**src/hdl/mul_pkg.sv**
```systemverilog
// shared widths and row counts for the 64x64 booth multiplier; 33 booth rows assume DATA_W = 64
package mul_pkg;

  // operand and product widths
  localparam int DATA_W = 64;
  localparam int PROD_W = 2 * DATA_W;

  // two extension bits give 33 radix-4 digit groups
  localparam int PP_ROWS = (DATA_W + 2) / 2;

  // wallace tree shape
  localparam int TREE_LEVELS = 8;
  localparam int CUT_LEVEL = 4;

  // register stages from acceptance to product
  localparam int PIPE_DEPTH = 4;

  typedef logic [DATA_W-1:0] operand_t;
  typedef logic [PROD_W-1:0] row_t;

  // rows left after one 3:2 level
  // full groups of three become two, leftovers pass through
  function automatic int rows_after(input int rows);
    return (rows / 3) * 2 + (rows % 3);
  endfunction

  // rows left after a number of levels starting from the booth rows
  function automatic int rows_at_level(input int level);
    int rows;
    rows = PP_ROWS;
    for (int i = 0; i < level; i++) begin
      rows = rows_after(rows);
    end
    return rows;
  endfunction

endpackage

```
**src/hdl/final_adder.sv**
```systemverilog
// 128-bit carry-propagate add of the tree output, one register stage held during stalls
`timescale 1ns/10ps

module final_adder (
  input  logic          clk,
  input  logic          advance_i,
  input  mul_pkg::row_t sum_i,
  input  mul_pkg::row_t carry_i,
  output mul_pkg::row_t product_o
);

  // product register, frozen while the output waits
  always_ff @(posedge clk) begin
    if (advance_i) begin
      product_o <= sum_i + carry_i;
    end
  end

endmodule

```
**config.mk**
```make
export PLATFORM = sky130hd
export DESIGN_NAME = final_adder
export DESIGN_NICKNAME = d
export VERILOG_FILES = /design/src/hdl/mul_pkg.sv /design/src/hdl/final_adder.sv
export SDC_FILE = /design/constraint.sdc
export NUM_CORES = 1
export LEC_CHECK = 0
export ABC_CLOCK_PERIOD_IN_PS = 3600
export BUFFER_PORTS_ARGS = -buffer_cell sky130_fd_sc_hd__buf_2
export CAP_MARGIN = 30
export CORE_MARGIN = 1
export CORE_UTILIZATION = 30
export DETAILED_ROUTE_END_ITERATION = 10
export PLACE_DENSITY_LB_ADDON = 0.1
export SLEW_MARGIN = 40
export SYNTH_ARGS = -nofsm -noshare
export SYNTH_HDL_FRONTEND = slang
export SYNTH_SLANG_ARGS = --single-unit
```
**constraint.sdc**
```tcl
create_clock -name clk -period 3.6 [get_ports clk]
set_input_delay 0.36 -clock clk [delete_from_list [all_inputs] [get_ports clk]]
set_output_delay 0.36 -clock clk [all_outputs]
set_load 0.005 [all_outputs]
```
==> results of run 1 <==
## metrics by stage
stage | instance area [sq um] | hold WS, ns
2_1_floorplan | 12300 | 0.472
3_5_place_dp | 16100 | 0.666
5_1_grt | 16800 | 0.207
3_3_place_gp | 16100 | 0.672
6_report | 16800 | 0.207
4_1_cts | 16700 | 0.183
## where the power goes
part | internal [mW] | switching (mW)
combinational | 1.13 | 1.36
sequential | 1.99 | 0.0803
clock | 1.07 | 0.736
total | 4.18 | 2.18
## critical path, stage by stage
cell	delay [ns]
buf_2	0.11
ha_1	0.38
buf_4	0.15
nand2_1	0.04
o31a_1	0.24
o22ai_1	0.25
o2111ai_1	0.16
buf_4	0.17
a2111oi_4	0.45
o21ai_2	0.08
buf_4	0.17
buf_4	0.14
o31ai_4	0.29
a21oi_2	0.14
o21a_4	0.24
o311ai_4	0.21
xor2_1	0.09
## final cells by class
cell class,count,area [sq um],area share
Antenna cell,3,7.51,0.000448
Clock buffer,18,429,0.0256
Clock inverter,13,146,0.00873
Inverter,41,154,0.00918
Multi-Input combinational cell,1215,8070,0.481
Sequential cell,128,3840,0.229
Tap cell,525,657,0.0392
Timing Repair Buffer,587,3460,0.206
## timing repair
action | CTS | global route
pin swaps | 0 | 3
gates resized for setup | 4 | 5
buffers inserted | 0 | 2
gates cloned | 0 | 0
setup endpoints to repair | 6 | 7
## layer usage
metal,track usage,wire [microns],part of all wire,vias to the layer above
met5,0,0,0,-
met4,0.0578,852,0.017,0
met3,0.0383,2340,0.048,43
met2,0.393,23300,0.48,376
met1,0.305,22400,0.46,6171
li1,-,-,-,6498
## cells in the mapped netlist, drive strengths merged, types with 16 or more instances
cell,instances,share of area
nor2,116,0.035
nand4,68,0.035
edfxtp,128,0.31
o21a,27,0.017
ha,127,0.13
inv,41,0.013
o21bai,37,0.023
xor2,44,0.031
nand2,137,0.042
a21oi,207,0.085
o21ai,129,0.053
nand2b,16,0.0082
clkbuf,50,0.015
nor3,21,0.0086
xnor2,82,0.059
a21o,40,0.024
## how the worst max path moves through the flow
stage,to,depth (start not counted),startpoint,slack [ns]
2_1_floorplan,product_o[122],13,sum_i[0],0.23
3_3_place_gp,product_o[120],16,carry_i[8],-0.68
3_5_place_dp,product_o[120],16,carry_i[8],-0.69
4_1_cts,product_o[120],17,carry_i[8],0.07
5_1_grt,product_o[100],17,carry_i[8],0.02
6_report,product_o[100],17,carry_i[8],0.1
## kinds of logic after synthesis
family                     Yosys count  synth area share
AOI/OAI and AO/OA                  533             0.267
and+or+nand+nor                    428             0.165
adders and majority gates          128             0.131
DFF                                128             0.313
xor gates and xnor gates           126            0.0899
buffers and inverters              106            0.0339
==> summary.txt, run 1 <==
crit share post-route: 0.972
Least-Margin Pin Slew: 0.771 ns
DP Wirelength: 41,400 microns
first-pass GRT wire length: 73,700 microns
Period minus WS final: 3.50 ns
Post-synth EDFFs: 128
CTS hold repair buffers: 0
Top Registers: product_o (128)
ys async rst share: 0
syn_area_per_cell: 8.47 sq um
Overall Global Routing Usage: 0.232
HP Start: sum_i[0]
initial antenna violation count: 6
CTS HTree Levels: 4
Die Area: 0.0417 sq mm
WHS Endpoint: product_o[0]
CTS buffer count: 17
kind of critical path: in -> reg
Synth Warn #: 0
DRC viols: 0
Seq cells post-synth: 128
largest net degree at the start of global routing: 71
IO Pins: 386
Leak Pwr: 7.38 nW
Post-synth top flop: edfxtp_1
Mapped Nets: 1,835
final WL: 48,900 microns
setup_tns: 0 ns
CTS tree: built
Routed Antenna Nets: 0
CTS root buffer: clkbuf_16
DR vias/cell: 5.17
layout cells sized above 1: 0.321
IO Port Bufs: 385
run status: completed
Die X: 204 microns
Initial Utilization: 0.307
RSZ-0062 raised after global routing: false
Area Overhead vs Synth: 36.7%
Largest Register: product_o
Iter 0 DRT Violations: 713
CP Launch Type: input pin
vias in the first global route: 13.0k
Min-Delay Path Depth: 2
pre-CTS setup slack: -0.685 ns
most frequent cells in the layout: 384 x buf_2, 205 x a21oi_1, 201 x buf_4
Layout Nets: 2,376
Tot Pwr: 6.36 mW
placed cell count: 2,494
first drt pass iteration count: 5
num rows: 73
Pwr per Cell Area: 380 mW/mm^2
max frequency: 286 MHz
Cell variety after synth: 65
max reg flops: 128
Arr. time, crit path: 3.70 ns
Slew HR: 0.486
Max-Cap Viols: 0
core area: 0.0400 sq mm
Cells after Synth: 1,449
Clk pin slew, worst setup/hold paths: 0.06 ns
Slew Limit Fails: 0
fillcell total: 4,211
RD Place Congestion: 0.901
Mapped Area: 0.0123 sq mm
WL per Instance: 19.3 microns
Crit. End Element: flip-flop
proportion of synthesized chip area in sequential cells: 0.313
final core occ: 0.419
commonest non-fill, non-tap cell in the layout: buf_2
final setup vio count: 0
hold crit path type: in -> reg
overflow left after global routing: 0
DIE HEIGHT: 204 microns
Crit path required time: 3.79 ns
final non-filler cell total: 2,530
setup ws final: 0.0994 ns
VDD IR max: 0.263 mV
CTS sink cnt: 128
Max Root-Sink Buffers: 2
worst-path fanout max: 6
via count: 13.1k
Final Hold Vio Count: 0
No activity file was read; power rests on OpenSTA's default activity.
==> run 2: changes to the inputs <==
RECOVER_POWER = 50   (was not set)
==> summary.txt, run 2 (synthesis gave the netlist of run 1 again) <==
Max Root-Sink Buffers: 2 (unchanged)
Layout Nets: 2,376 (unchanged)
hold crit path type: in -> reg
worst-path fanout max: 6 (unchanged)
via count: 13.1k (+0.076%)
CTS tree: built
Arr. time, crit path: 3.67 ns (-0.03 ns)
DIE HEIGHT: 204 microns (unchanged)
core area: 0.0400 sq mm (unchanged)
Leak Pwr: 7.28 nW (-1.4%)
VDD IR max: 0.262 mV (-0.27%)
Min-Delay Path Depth: 2 (unchanged)
total internal power: 4.17 mW (-0.36%)
RSZ-0062 raised after global routing: false
DP Wirelength: 41,400 microns (unchanged)
run status: complete, but fails checks
first-pass GRT wire length: 73,700 microns (unchanged)
setup_tns: 0 ns (unchanged)
final setup vio count: 0 (unchanged)
kind of critical path: in -> reg
overflow left after global routing: 0 (unchanged)
WHS: 0.210 ns (+0.00308 ns)
Sw Pwr: 2.18 mW (-0.22%)
most used cell, CP: buf_4
final WL: 48,800 microns (about the same)
WL per Instance: 19.3 microns (about the same)
sequential power share: 0.327 (+0.002)
switching portion of total power: 0.343 (about the same)
CTS sink cnt: 128 (unchanged)
Least-Margin Pin Slew: 2.00 ns (+1.22 ns)
RD Place Congestion: 0.901 (unchanged)
commonest non-fill, non-tap cell in the layout: buf_2
Final Hold Vio Count: 0 (unchanged)
Crit. End Element: flip-flop
CTS HTree Levels: 4 (unchanged)
clock power share: 0.284 (about the same)
CTS buffer count: 17 (unchanged)
placed cell count: 2,494 (unchanged)
failing checks: max-capacitance violations, max-slew violations
Gate power share: 0.389 (-0.002)
Slew Limit Fails: 71 (+71)
largest net degree at the start of global routing: 71 (unchanged)
Period minus WS final: 3.48 ns (-0.0216 ns)
CTS root buffer: clkbuf_16
DRC viols: 0 (unchanged)
Top Registers: product_o (128)
Critical Path Max Stage Delay: 0.43 ns (-0.02 ns)
IO Pins: 386 (unchanged)
DR vias/cell: 5.18 (about the same)
Die Area: 0.0417 sq mm (unchanged)
fillcell total: 4,221 (+0.24%)
Largest Register: product_o
first drt pass iteration count: 5 (unchanged)
Top Family by Delay on Critical Path: compound AO/OA/AOI/OAI gates
crit path cell chain: buf_2 > ha_1 > buf_4 > nand2_1 > o31a_1 > o22ai_1 > o2111ai_1 > buf_4 > a2111oi_4 > o21ai_2 > buf_4 > buf_4 > o31ai_4 > a21oi_2 > o21a_4 > o311ai_4 > xor2_1
Initial Utilization: 0.307 (unchanged)
Crit path depth: 17 (unchanged)
crit share post-route: 0.966 (-0.00601)
max frequency: 287 MHz (+0.62%)
Slew HR: -0.331 (-0.817)
Crit path required time: 3.79 ns (about the same)
Pwr per Cell Area: 380 mW/mm^2 (about the same)
vias in the first global route: 13.0k (unchanged)
initial antenna violation count: 6 (unchanged)
Die X: 204 microns (unchanged)
multi-input logic area: 0.00807 sq mm (unchanged)
Overall Global Routing Usage: 0.232 (unchanged)
Clk pin slew, worst setup/hold paths: 0.06 ns (about the same)
layout cells sized above 1: 0.304 (-0.0165)
CTS hold repair buffers: 0 (unchanged)
Routed Antenna Nets: 0 (unchanged)
WP buf/inv: 5 (unchanged)
Iter 0 DRT Violations: 775 (+8.7%)
final core occ: 0.417 (-0.00169)
IO Port Bufs: 385 (unchanged)
max reg flops: 128 (unchanged)
num rows: 73 (unchanged)
FF/Latch Area: 0.00384 sq mm (unchanged)
Area Overhead vs Synth: 36.1%
CP Launch Type: input pin
most frequent cells in the layout: 353 x buf_2, 205 x a21oi_1, 199 x buf_4
Max-Cap Viols: 1 (+1)
final non-filler cell total: 2,530 (unchanged)
CP max-delay cell: a2111oi_4
[run 2: cell types whose count changed in the layout (fill, tap and decap cells not counted), sizes merged]
cell / before / now
buf: 587 / 553
clkbuf: 18 / 52
[run 2: repair_timing]
item / 4_1_cts / 5_1_grt
endpoints found under the setup margin: 6 / 7
resized for setup: 4 / 5
pin swaps: 0 / 3
setup buffers: 0 / 2
[run 2: metrics by stage]
step	instance area (sq um)	total power [mW]	worst slack, ns
6_report	16700	6.34	0.121
5_1_grt	16700	6.72	0.0154
4_1_cts	16700	6.42	0.0700
3_5_place_dp	16100	4.57	-0.685
3_3_place_gp	16100	4.58	-0.678
2_1_floorplan	12300	3.37	0.232
[run 2: metal layers]
layer,routed length (microns),global-route usage
met5,0,0
met4,869,0.0578
met3,2410,0.0383
met2,23200,0.393
met1,22300,0.305
[run 2: final cells by class]
class / instances / share of cell area
sequential: 128 / 0.230
clock inverter: 13 / 0.00877
tap: 525 / 0.0393
multi-input combinational: 1215 / 0.483
timing repair buffer: 587 / 0.203
antenna: 3 / 0.000450
clock buffer: 18 / 0.0257
inverter: 41 / 0.00921
[run 2: final timing paths]
kind,start,endpoint,slack (ns)
worst min-delay path,sum_i[0],product_o[0],0.21
worst max-delay path,carry_i[8],product_o[100],0.12
[run 2: power groups by stage]
stage | clock (mW) | sequential, mW | combinational [mW]
after floorplan | 0 | 2.11 | 1.26
final | 1.80 | 2.07 | 2.47
after CTS | 1.86 | 2.07 | 2.49
after global routing | 1.90 | 2.10 | 2.72
after global placement | 0 | 2.10 | 2.48
after detailed placement | 0 | 2.10 | 2.47
