$ cat config.mk
export PLATFORM = sky130hd
export DESIGN_NAME = mul_pipe_ctrl
export DESIGN_NICKNAME = d
export VERILOG_FILES = /design/src/hdl/mul_pkg.sv /design/src/hdl/mul_pipe_ctrl.sv
export SDC_FILE = /design/constraint.sdc
export NUM_CORES = 1
export LEC_CHECK = 0
export BUFFER_PORTS_ARGS = -buffer_cell sky130_fd_sc_hd__buf_2
export CORE_AREA = 10 10 47 49
export CTS_BUF_LIST = sky130_fd_sc_hd__clkbuf_8
export DETAILED_ROUTE_END_ITERATION = 16
export DIE_AREA = 0 0 57 59
export SLEW_MARGIN = 20
export SYNTH_ARGS = -nofsm -noshare
export SYNTH_HDL_FRONTEND = slang
export SYNTH_SLANG_ARGS = --single-unit
$ cat constraint.sdc
create_clock -name clk -period 1.55 [get_ports clk]
set_clock_uncertainty 0.2 [all_clocks]
set_input_delay 0.31 -clock clk [delete_from_list [all_inputs] [get_ports clk]]
set_output_delay 0.31 -clock clk [all_outputs]
set_load 0.03 [all_outputs]
$ cat src/hdl/mul_pkg.sv
// shared widths and row counts for the 64x64 booth multiplier; 33 booth rows assume DATA_W = 64
package mul_pkg;

  // operand and product widths
  localparam int DATA_W = 64;
  localparam int PROD_W = 2 * DATA_W;

  // two extension bits give 33 radix-4 digit groups
  localparam int PP_ROWS = (DATA_W + 2) / 2;

  // wallace tree shape
  localparam int TREE_LEVELS = 8;
  localparam int CUT_LEVEL = 4;

  // register stages from acceptance to product
  localparam int PIPE_DEPTH = 4;

  typedef logic [DATA_W-1:0] operand_t;
  typedef logic [PROD_W-1:0] row_t;

  // rows left after one 3:2 level
  // full groups of three become two, leftovers pass through
  function automatic int rows_after(input int rows);
    return (rows / 3) * 2 + (rows % 3);
  endfunction

  // rows left after a number of levels starting from the booth rows
  function automatic int rows_at_level(input int level);
    int rows;
    rows = PP_ROWS;
    for (int i = 0; i < level; i++) begin
      rows = rows_after(rows);
    end
    return rows;
  endfunction

endpackage

$ cat src/hdl/mul_pipe_ctrl.sv
// valid/ready control for the multiplier pipe; no bubble squeezing, whole pipe stalls on backpressure
`timescale 1ns/10ps

module mul_pipe_ctrl (
  input  logic clk,
  input  logic rst,
  input  logic in_valid_i,
  input  logic out_ready_i,
  output logic in_ready_o,
  output logic out_valid_o,
  output logic advance_o
);
  import mul_pkg::*;

  // one valid bit per register stage
  logic [PIPE_DEPTH-1:0] stage_valid;

  // stall only when a finished product is not taken
  assign advance_o = ~(stage_valid[PIPE_DEPTH-1] & ~out_ready_i);

  // the first stage loads whenever the pipe moves
  assign in_ready_o = advance_o;

  assign out_valid_o = stage_valid[PIPE_DEPTH-1];

  always_ff @(posedge clk) begin
    if (rst) begin
      stage_valid <= '0;
    end else if (advance_o) begin
      stage_valid <= {stage_valid[PIPE_DEPTH-2:0], in_valid_i};
    end
  end

endmodule

==> results of run 1 <==
-- cell type report --
cell class,count,area (um^2)
fill,170,1150
timing repair buffer,6,30.0
clock buffer,3,41.3
tap,16,20.0
sequential,4,80.1
multi-input combinational,9,73.8
inverter,1,3.75
-- layer usage --
layer / vias to the layer above / part of all wire [%]
li1: 63 / -
met3: 0 / 20
met1: 57 / 37
met5: - / 0
met4: 0 / 0
met2: 7 / 44
-- metrics by stage --
stage	power [mW]	worst slack [ns]	hold slack (ns)	instances
3_5_place_dp	0.129	0.284	0.241	36
3_3_place_gp	0.128	0.286	0.231	36
5_1_grt	0.364	0.160	0.115	39
2_1_floorplan	0.123	0.129	0.179	16
4_1_cts	0.349	0.182	0.103	39
6_report	0.343	0.196	0.102	39
-- cell families (layout without fill, tap and decap cells) --
group	after synthesis	in the layout	synth area share (%)
multiplexers	3	3	17.0
buffers and inverters	3	10	12.8
flip-flops	4	4	45.4
AO/OA/AOI/OAI	1	1	2.83
AND/OR/NAND/NOR	5	5	22.0
-- power breakdown --
group	internal [mW]	switching, mW
combinational	0.00914	0.00847
sequential	0.108	0.00169
clock	0.165	0.0503
-- critical path: stages (launching register included) --
cell and delay (ns):
dfxtp_1 0.35, nand2b_4 0.09, buf_2 0.18
-- worst paths after layout --
path             startpoint        endpoint  cells past startpoint
max reg2reg  stage_valid[3]  stage_valid[2]                      2
min                     rst  stage_valid[3]                      2
max          stage_valid[3]       advance_o                      2
min reg2reg  stage_valid[2]  stage_valid[3]                      2
-- placed cells by master, fill, tap and decap left out --
cell and n:
buf_2 6, clkbuf_8 3, nand2b_1 4, inv_1 1, dfxtp_1 4, mux2i_1 3
nand2b_4 1, a21oi_1 1
==> flow_summary_export.csv, run 1 <==
group,metric,value,unit
cts,postCtsSetupRepairBufs,0,
layout,diodes,0,
layout,nNetsFinal,29,
synth,syn_nets,20,
detailed_routing,route.detailed.drc,0,
global_routing,met2_usage,2.64,%
detailed_routing,drtIter0Drc,0,
detailed_routing,wl,331,um
synth,ys_seq_area_share,45.4,%
detailed_routing,wl_per_cell,8.49,um
floorplan,start_util,12.6,%
global_routing,grt_max_degree,7,
worst_setup_path,crit_arrival,0.84,ns
floorplan,die_y,59,um
synth,yosysWarningCount,0,
floorplan,io_pins,7,
synth,syn-cell-area,176,um^2
worst_hold_path,hold_path_class,"input port to flop",
synth,async_reset_ff_share,0,%
global_routing,use_met3,3.86,%
detailed_routing,viasPerCell,3.26,
cts,clock_latency,0.21,ns
cts,cts_tree,"yes",
detailed_routing,dr.pass1.iters,1,
cts,cts_buffer_depth,2,
power,p_leak,0.121,nW
placed_design,gp_congestion,0.608,
global_routing,use_met1,1.66,%
worst_setup_path,path_class,"flop to output pin",
floorplan,dieArea,3360,um^2
power,powerDensity,1380,nW/um^2
layout,regMostFlops,"stage_valid",
cts,cts-root-buf,"clkbuf_8",
layout,reg_top3,"stage_valid: 4 flops",
global_routing,grt_pass1_wl,552,um
worst_setup_path,r2r_setup_slack,0.67,ns
global_routing,antenna_found_initial,0,
sta,relSlewSlack,92.5,%
run,max-cap-violations,0,
sta,min_period_over_period,87.3,%
sta,layout_min_cycle_time,1.35,ns
worst_setup_path,cp.required,1.04,ns
placed_design,dpl_cell_area,208,um^2
cts,cts-resized-gates,0,
cts,h-tree-depth,1,
synth,synth_top_flop_cell,"dfxtp_1",
layout,drive_above_1_share,43.5,%
global_routing,grt_pass1_vias,150,
synth,synth_cells,16,
worst_setup_path,cp-start-kind,"flop",
synth,synth-edff-count,0,
global_routing,grtUsageTotal,2.63,%
synth,synthDistinctLibCells,8,
cts,path_clk_slew,0.03,ns
synth,ys_ff_latch,4,
detailed_routing,vias,127,
layout,final_util,17.8,%
global_routing,grt.busiest_layer,"met4",
floorplan,core.rowCount,14,
synth,avgSynthCellArea,11.0,um^2
layout,fin_area,249,um^2
sta,hold_violations,0,
cts,numCtsBuffers,3,
sta,finalSetupViolCount,0,
cts,cts_hold_buf,0,
sta,worstMarginPinSlew,0.109,ns
synth,synth_top_area_cell,"dfxtp_1",
sta,max_freq,0.739,GHz
placed_design,dpl.hpwl,268,um
detailed_routing,ant_nets,0,
cts,cts_sinks,4,
run_status,outcome,"finished, final reports clean",
synth,ys_top_cells_by_count,"dfxtp_1, nand2b_1, mux2i_1",
floorplan,die_x,57,um
placed_design,portBuffers,6,
sta,slew_violations,0,
layout,largest_reg_flops,4,
synth,synth_top_area_share,45.4,%
layout,area_growth,41.1,%
power,ir_worst_vdd,156,uV
worst_setup_path,worst-path-max-fanout,6,
floorplan,coreArea,1400,um^2
sta,setup_tns,0,ns
global_routing,grt-ovfl-total,0,
sta,grt_setup_unrepaired,"false",
synth,synthTopCellsByArea,"dfxtp_1, mux2i_1, nand2b_1",
worst_setup_path,endpoint_kind,"output pin",
Power figures use the tool's default switching activity.
==> run 2: changes to the inputs <==
- CORE_AREA: 10 10 47 49 -> 2 2 39 41
- DIE_AREA: 0 0 57 59 -> 0 0 41 43
- PLACE_DENSITY_LB_ADDON: unset -> 0.2
==> run 2 against run 1 <==
Against the previous run:
- total power increased by 0.21%
- hold slack better by 0.0050 ns
- critical path depth stayed put
- clock power about the same
- clock-buffer cell count unchanged
- final cell count unchanged
- critical path type unchanged
==> flow_summary_export.csv, run 2 (synthesis results as in run 1) <==
group,metric,value,unit
detailed_routing,drtIter0Drc,1,
sta,setup_ws,0.185,ns
layout,final_util,18.0,%
sta,grt_setup_unrepaired,"false",
cts,cts_buffer_depth,2,
floorplan,start_util,12.7,%
power,p_leak,0.121,nW
layout,multi_input_area,73.8,um^2
sta,max_freq,0.733,GHz
layout,nNetsFinal,29,
cts,cts_tree,"yes",
cts,postCtsSetupRepairBufs,0,
layout,area_growth,41.1,%
cts,clock_latency,0.21,ns
layout,num-fill-cells,152,
cts,cts_hold_buf,0,
cts,cts_sinks,4,
detailed_routing,dr.pass1.iters,2,
run,max-cap-violations,0,
layout,largest_reg_flops,4,
global_routing,grt_pass1_vias,142,
sta,slew_violations,0,
detailed_routing,ant_nets,0,
floorplan,io_pins,7,
sta,setup_tns,0,ns
worst_setup_path,cp.required,1.04,ns
layout,diodes,0,
power,powerDensity,1380,nW/um^2
power,ir_worst_vdd,379,uV
sta,finalSetupViolCount,0,
detailed_routing,route.detailed.drc,0,
global_routing,antenna_found_initial,0,
detailed_routing,wl,302,um
detailed_routing,vias,124,
floorplan,core.rowCount,14,
cts,cts-root-buf,"clkbuf_8",
placed_design,post-place-ws,0.282,ns
layout,reg_top3,"stage_valid: 4 flops",
cts,numCtsBuffers,3,
power,p_total,343,uW
cts,h-tree-depth,1,
worst_setup_path,crit_arrival,0.86,ns
global_routing,grtUsageTotal,5.72,%
worst_hold_path,hold_path_class,"input port to flop",
worst_setup_path,cp-start-kind,"flop",
cts,path_clk_slew,0.03,ns
global_routing,grt_pass1_wl,572,um
detailed_routing,viasPerCell,3.18,
cts,cts-resized-gates,0,
floorplan,coreArea,1380,um^2
worst_setup_path,endpoint_kind,"output pin",
sta,min_period_over_period,88.1,%
run_status,outcome,"finished, final reports clean",
sta,layout_min_cycle_time,1.37,ns
worst_setup_path,worst-path-max-fanout,6,
sta,worstMarginPinSlew,0.107,ns
detailed_routing,wl_per_cell,7.74,um
layout,mostFrequentLayoutCells,"buf_2, nand2b_1, dfxtp_1",
worst_setup_path,path_class,"flop to output pin",
sta,hold_violations,0,
layout,seqCellArea,80.1,um^2
floorplan,die_x,41,um
layout,drive_above_1_share,43.5,%
placed_design,gp_congestion,0.606,
placed_design,portBuffers,6,
sta,relSlewSlack,92.6,%
layout,layout_commonest_cell,"buf_2",
layout,regMostFlops,"stage_valid",
global_routing,grt-ovfl-total,0,
floorplan,dieArea,1760,um^2
global_routing,grt_max_degree,7,
floorplan,die_y,43,um
-- run 2: cell counts in the layout (fill, tap and decap cells not counted) --
Identical to the previous run, type by type.
-- run 2: per-layer routing --
metal / global-route usage (%) / up-vias / routed length, um
met5: 0 / - / 0
met4: 8.00 / 0 / 0
met3: 4.71 / 0 / 34
met2: 5.63 / 6 / 124
met1: 5.79 / 55 / 142
li1: - / 63 / -
-- run 2: final cells by class --
type,count,area share (%)
Tap cell,16,8.04
Clock buffer,3,16.6
Multi-Input combinational cell,9,29.6
Sequential cell,4,32.2
Timing Repair Buffer,6,12.1
Inverter,1,1.51
-- run 2: power by group --
group	switching, mW	leakage [nW]	total, mW	internal [mW]
Combinational	0.00836	0.0664	0.0175	0.00913
Sequential	0.00158	0.0328	0.109	0.108
Clock	0.0511	0.0216	0.216	0.165
-- run 2: path summary, 6_finish.rpt --
| kind | startpoint | end | slack (ns) | cells after the start |
|---|---|---|---|---|
| setup / recovery | stage_valid[3] | in_ready_o | 0.18 | 2 |
| hold / removal | rst | stage_valid[3] | 0.11 | 2 |
| setup reg to reg | stage_valid[3] | stage_valid[2] | 0.66 | 2 |
| hold reg to reg | stage_valid[2] | stage_valid[3] | 0.25 | 2 |
-- run 2: through the flow --
stage / instance area [um^2] / cells / hold slack, ns
after global placement: 208 / 36 / 0.234
after floorplan: 176 / 16 / 0.179
after CTS: 249 / 39 / 0.100
final: 249 / 39 / 0.107
after detailed placement: 208 / 36 / 0.251
after global routing: 249 / 39 / 0.135
-- run 2: critical path: stages (launching register included) --
cell      delay (ns)
dfxtp_1         0.36
nand2b_4        0.10
buf_2           0.19
==> run 3: changes to the inputs <==
- RECOVER_POWER: unset -> 100
- SETUP_SLACK_MARGIN: unset -> 0.15
==> run 3 against run 2 <==
Against the previous run:
- flip-flop and latch count unchanged
- maximum frequency decreased by 3.6%
- clock power about the same
- register-to-register slack about the same
- sequential power about the same
- sequential share of layout area increased by 0.16 points
- largest power group unchanged
- total power increased by 0.22%
- via count increased by 2.4%
- die area unchanged
- core utilization decreased by 0.090 points
- non-clock buffer count unchanged
- critical path type unchanged
- first-iteration DRC count decreased by 100%
==> flow_summary_export.csv, run 3 (synthesis results as in run 1) <==
group,metric,value,unit
run_status,outcome,"finished, final reports clean",
cts,cts_hold_buf,0,
layout,final_cells,39,
layout,regMostFlops,"stage_valid",
sta,grt_setup_unrepaired,"false",
placed_design,dp_cells,36,
worst_setup_path,crit_start,"stage_valid[3]",
worst_hold_path,hold_start,"rst",
worst_hold_path,min_to,"stage_valid[3]",
global_routing,grt_max_degree,7,
cts,path_clk_slew,0.03,ns
cts,clock_latency,0.22,ns
worst_setup_path,crit_family,"flip-flops",
floorplan,die_y,43,um
cts,numCtsBuffers,3,
worst_setup_path,crit_path_cell_trace,"clkbuf_1",
detailed_routing,dr.pass1.iters,1,
global_routing,grt_pass1_wl,524,um
cts,cts-root-buf,"clkbuf_8",
sta,setup_ws,0.134,ns
worst_setup_path,worst-path-max-fanout,2,
global_routing,grtUsageTotal,5.12,%
power,p_leak,0.119,nW
cts,h-tree-depth,1,
detailed_routing,route.detailed.drc,0,
global_routing,grt_pass1_vias,138,
worst_setup_path,crit_arrival,0.91,ns
worst_setup_path,slowest_delay,0.36,ns
worst_setup_path,ff2ff_path_depth,2,
worst_setup_path,r2r_start,"stage_valid[3]",
cts,cts_sinks,4,
detailed_routing,wl,294,um
worst_setup_path,endpoint_kind,"output pin",
layout,nNetsFinal,29,
power,p_total,344,uW
global_routing,use_met3,6.28,%
floorplan,coreArea,1380,um^2
layout,num-fill-cells,151,
detailed_routing,drtIter0Drc,0,
floorplan,io_pins,7,
worst_setup_path,path_class,"flop to output pin",
detailed_routing,viasPerCell,3.26,
sta,max_freq,0.706,GHz
layout,reg_top3,"stage_valid: 4 flops",
floorplan,core.rowCount,14,
sta,layout_min_cycle_time,1.42,ns
layout,final_util,17.9,%
worst_hold_path,hold_path_class,"input port to flop",
run,max-cap-violations,0,
global_routing,antenna_found_initial,0,
detailed_routing,wl_per_cell,7.54,um
layout,largest_reg_flops,4,
floorplan,dieArea,1760,um^2
global_routing,grt-ovfl-total,0,
global_routing,use_met1,4.82,%
worst_setup_path,crit_buf_inv,1,
floorplan,die_x,41,um
worst_setup_path,cp-start-kind,"flop",
sta,worstMarginPinSlew,0.363,ns
worst_hold_path,whs_path_depth,2,
sta,finalSetupViolCount,0,
cts,cts_buffer_depth,2,
layout,area_growth,40.4,%
detailed_routing,vias,127,
sta,min_period_over_period,91.3,%
worst_setup_path,r2r-end,"stage_valid[0]",
placed_design,portBuffers,6,
layout,mostFrequentLayoutCells,"nand2b_1, dfxtp_1, mux2i_1, clkbuf_8, buf_2",
power,ir_worst_vdd,675,uV
global_routing,grt.busiest_layer,"met3",
global_routing,met2_usage,5.63,%
worst_setup_path,worst_path_max_delay_cell,"dfxtp_1",
sta,setup_tns,0,ns
cts,cts-resized-gates,0,
layout,diodes,0,
sta,slew_violations,0,
worst_setup_path,r2r_setup_slack,0.65,ns
placed_design,gp_congestion,0.612,
sta,hold_violations,0,
placed_design,post-place-ws,0.284,ns
layout,drive_above_1_share,39.1,%
cts,postCtsSetupRepairBufs,0,
floorplan,start_util,12.7,%
sta,relSlewSlack,75.9,%
detailed_routing,ant_nets,0,
power,powerDensity,1390,nW/um^2
cts,cts_tree,"yes",
worst_setup_path,cp.required,1.04,ns
[run 3: cell count changes in the layout (fill, tap and decap cells not counted)]
cell	delta
clkbuf_1	+1
clkbuf_2	+2
buf_2	-3
[run 3: area by class of cell]
type                            count  area (um^2)  share of cell area (%)
Inverter                            1         3.75                    1.52
Multi-Input combinational cell      9         73.8                    29.8
Sequential cell                     4         80.1                    32.3
Tap cell                           16         20.0                    8.08
Clock buffer                        3         41.3                    16.7
Timing Repair Buffer                6         28.8                    11.6
[run 3: how the worst max path moves through the flow]
| stage | to | depth (start not counted) |
|---|---|---|
| floorplan | in_ready_o | 3 |
| global placement | advance_o | 3 |
| detailed placement | advance_o | 3 |
| CTS | advance_o | 2 |
| global route | out_valid_o | 1 |
| finish | out_valid_o | 1 |
[run 3: per-stage QoR]
| stage | cell area [um^2] | hold slack (ns) |
|---|---|---|
| finish | 248 | 0.0958 |
| global route | 248 | 0.123 |
| detailed placement | 209 | 0.243 |
| CTS | 250 | 0.0875 |
| global placement | 209 | 0.228 |
| floorplan | 178 | 0.172 |
[run 3: layer usage]
metal / vias up / wire (um)
met2: 9 / 118
met4: 0 / 0
met3: 0 / 54
li1: 64 / -
met5: - / 0
met1: 54 / 121
[run 3: report_power, final]
group	switching, mW	internal (mW)	leakage (nW)
combinational	0.00824	0.00893	0.0648
clock	0.0522	0.165	0.0216
sequential	0.00159	0.108	0.0328
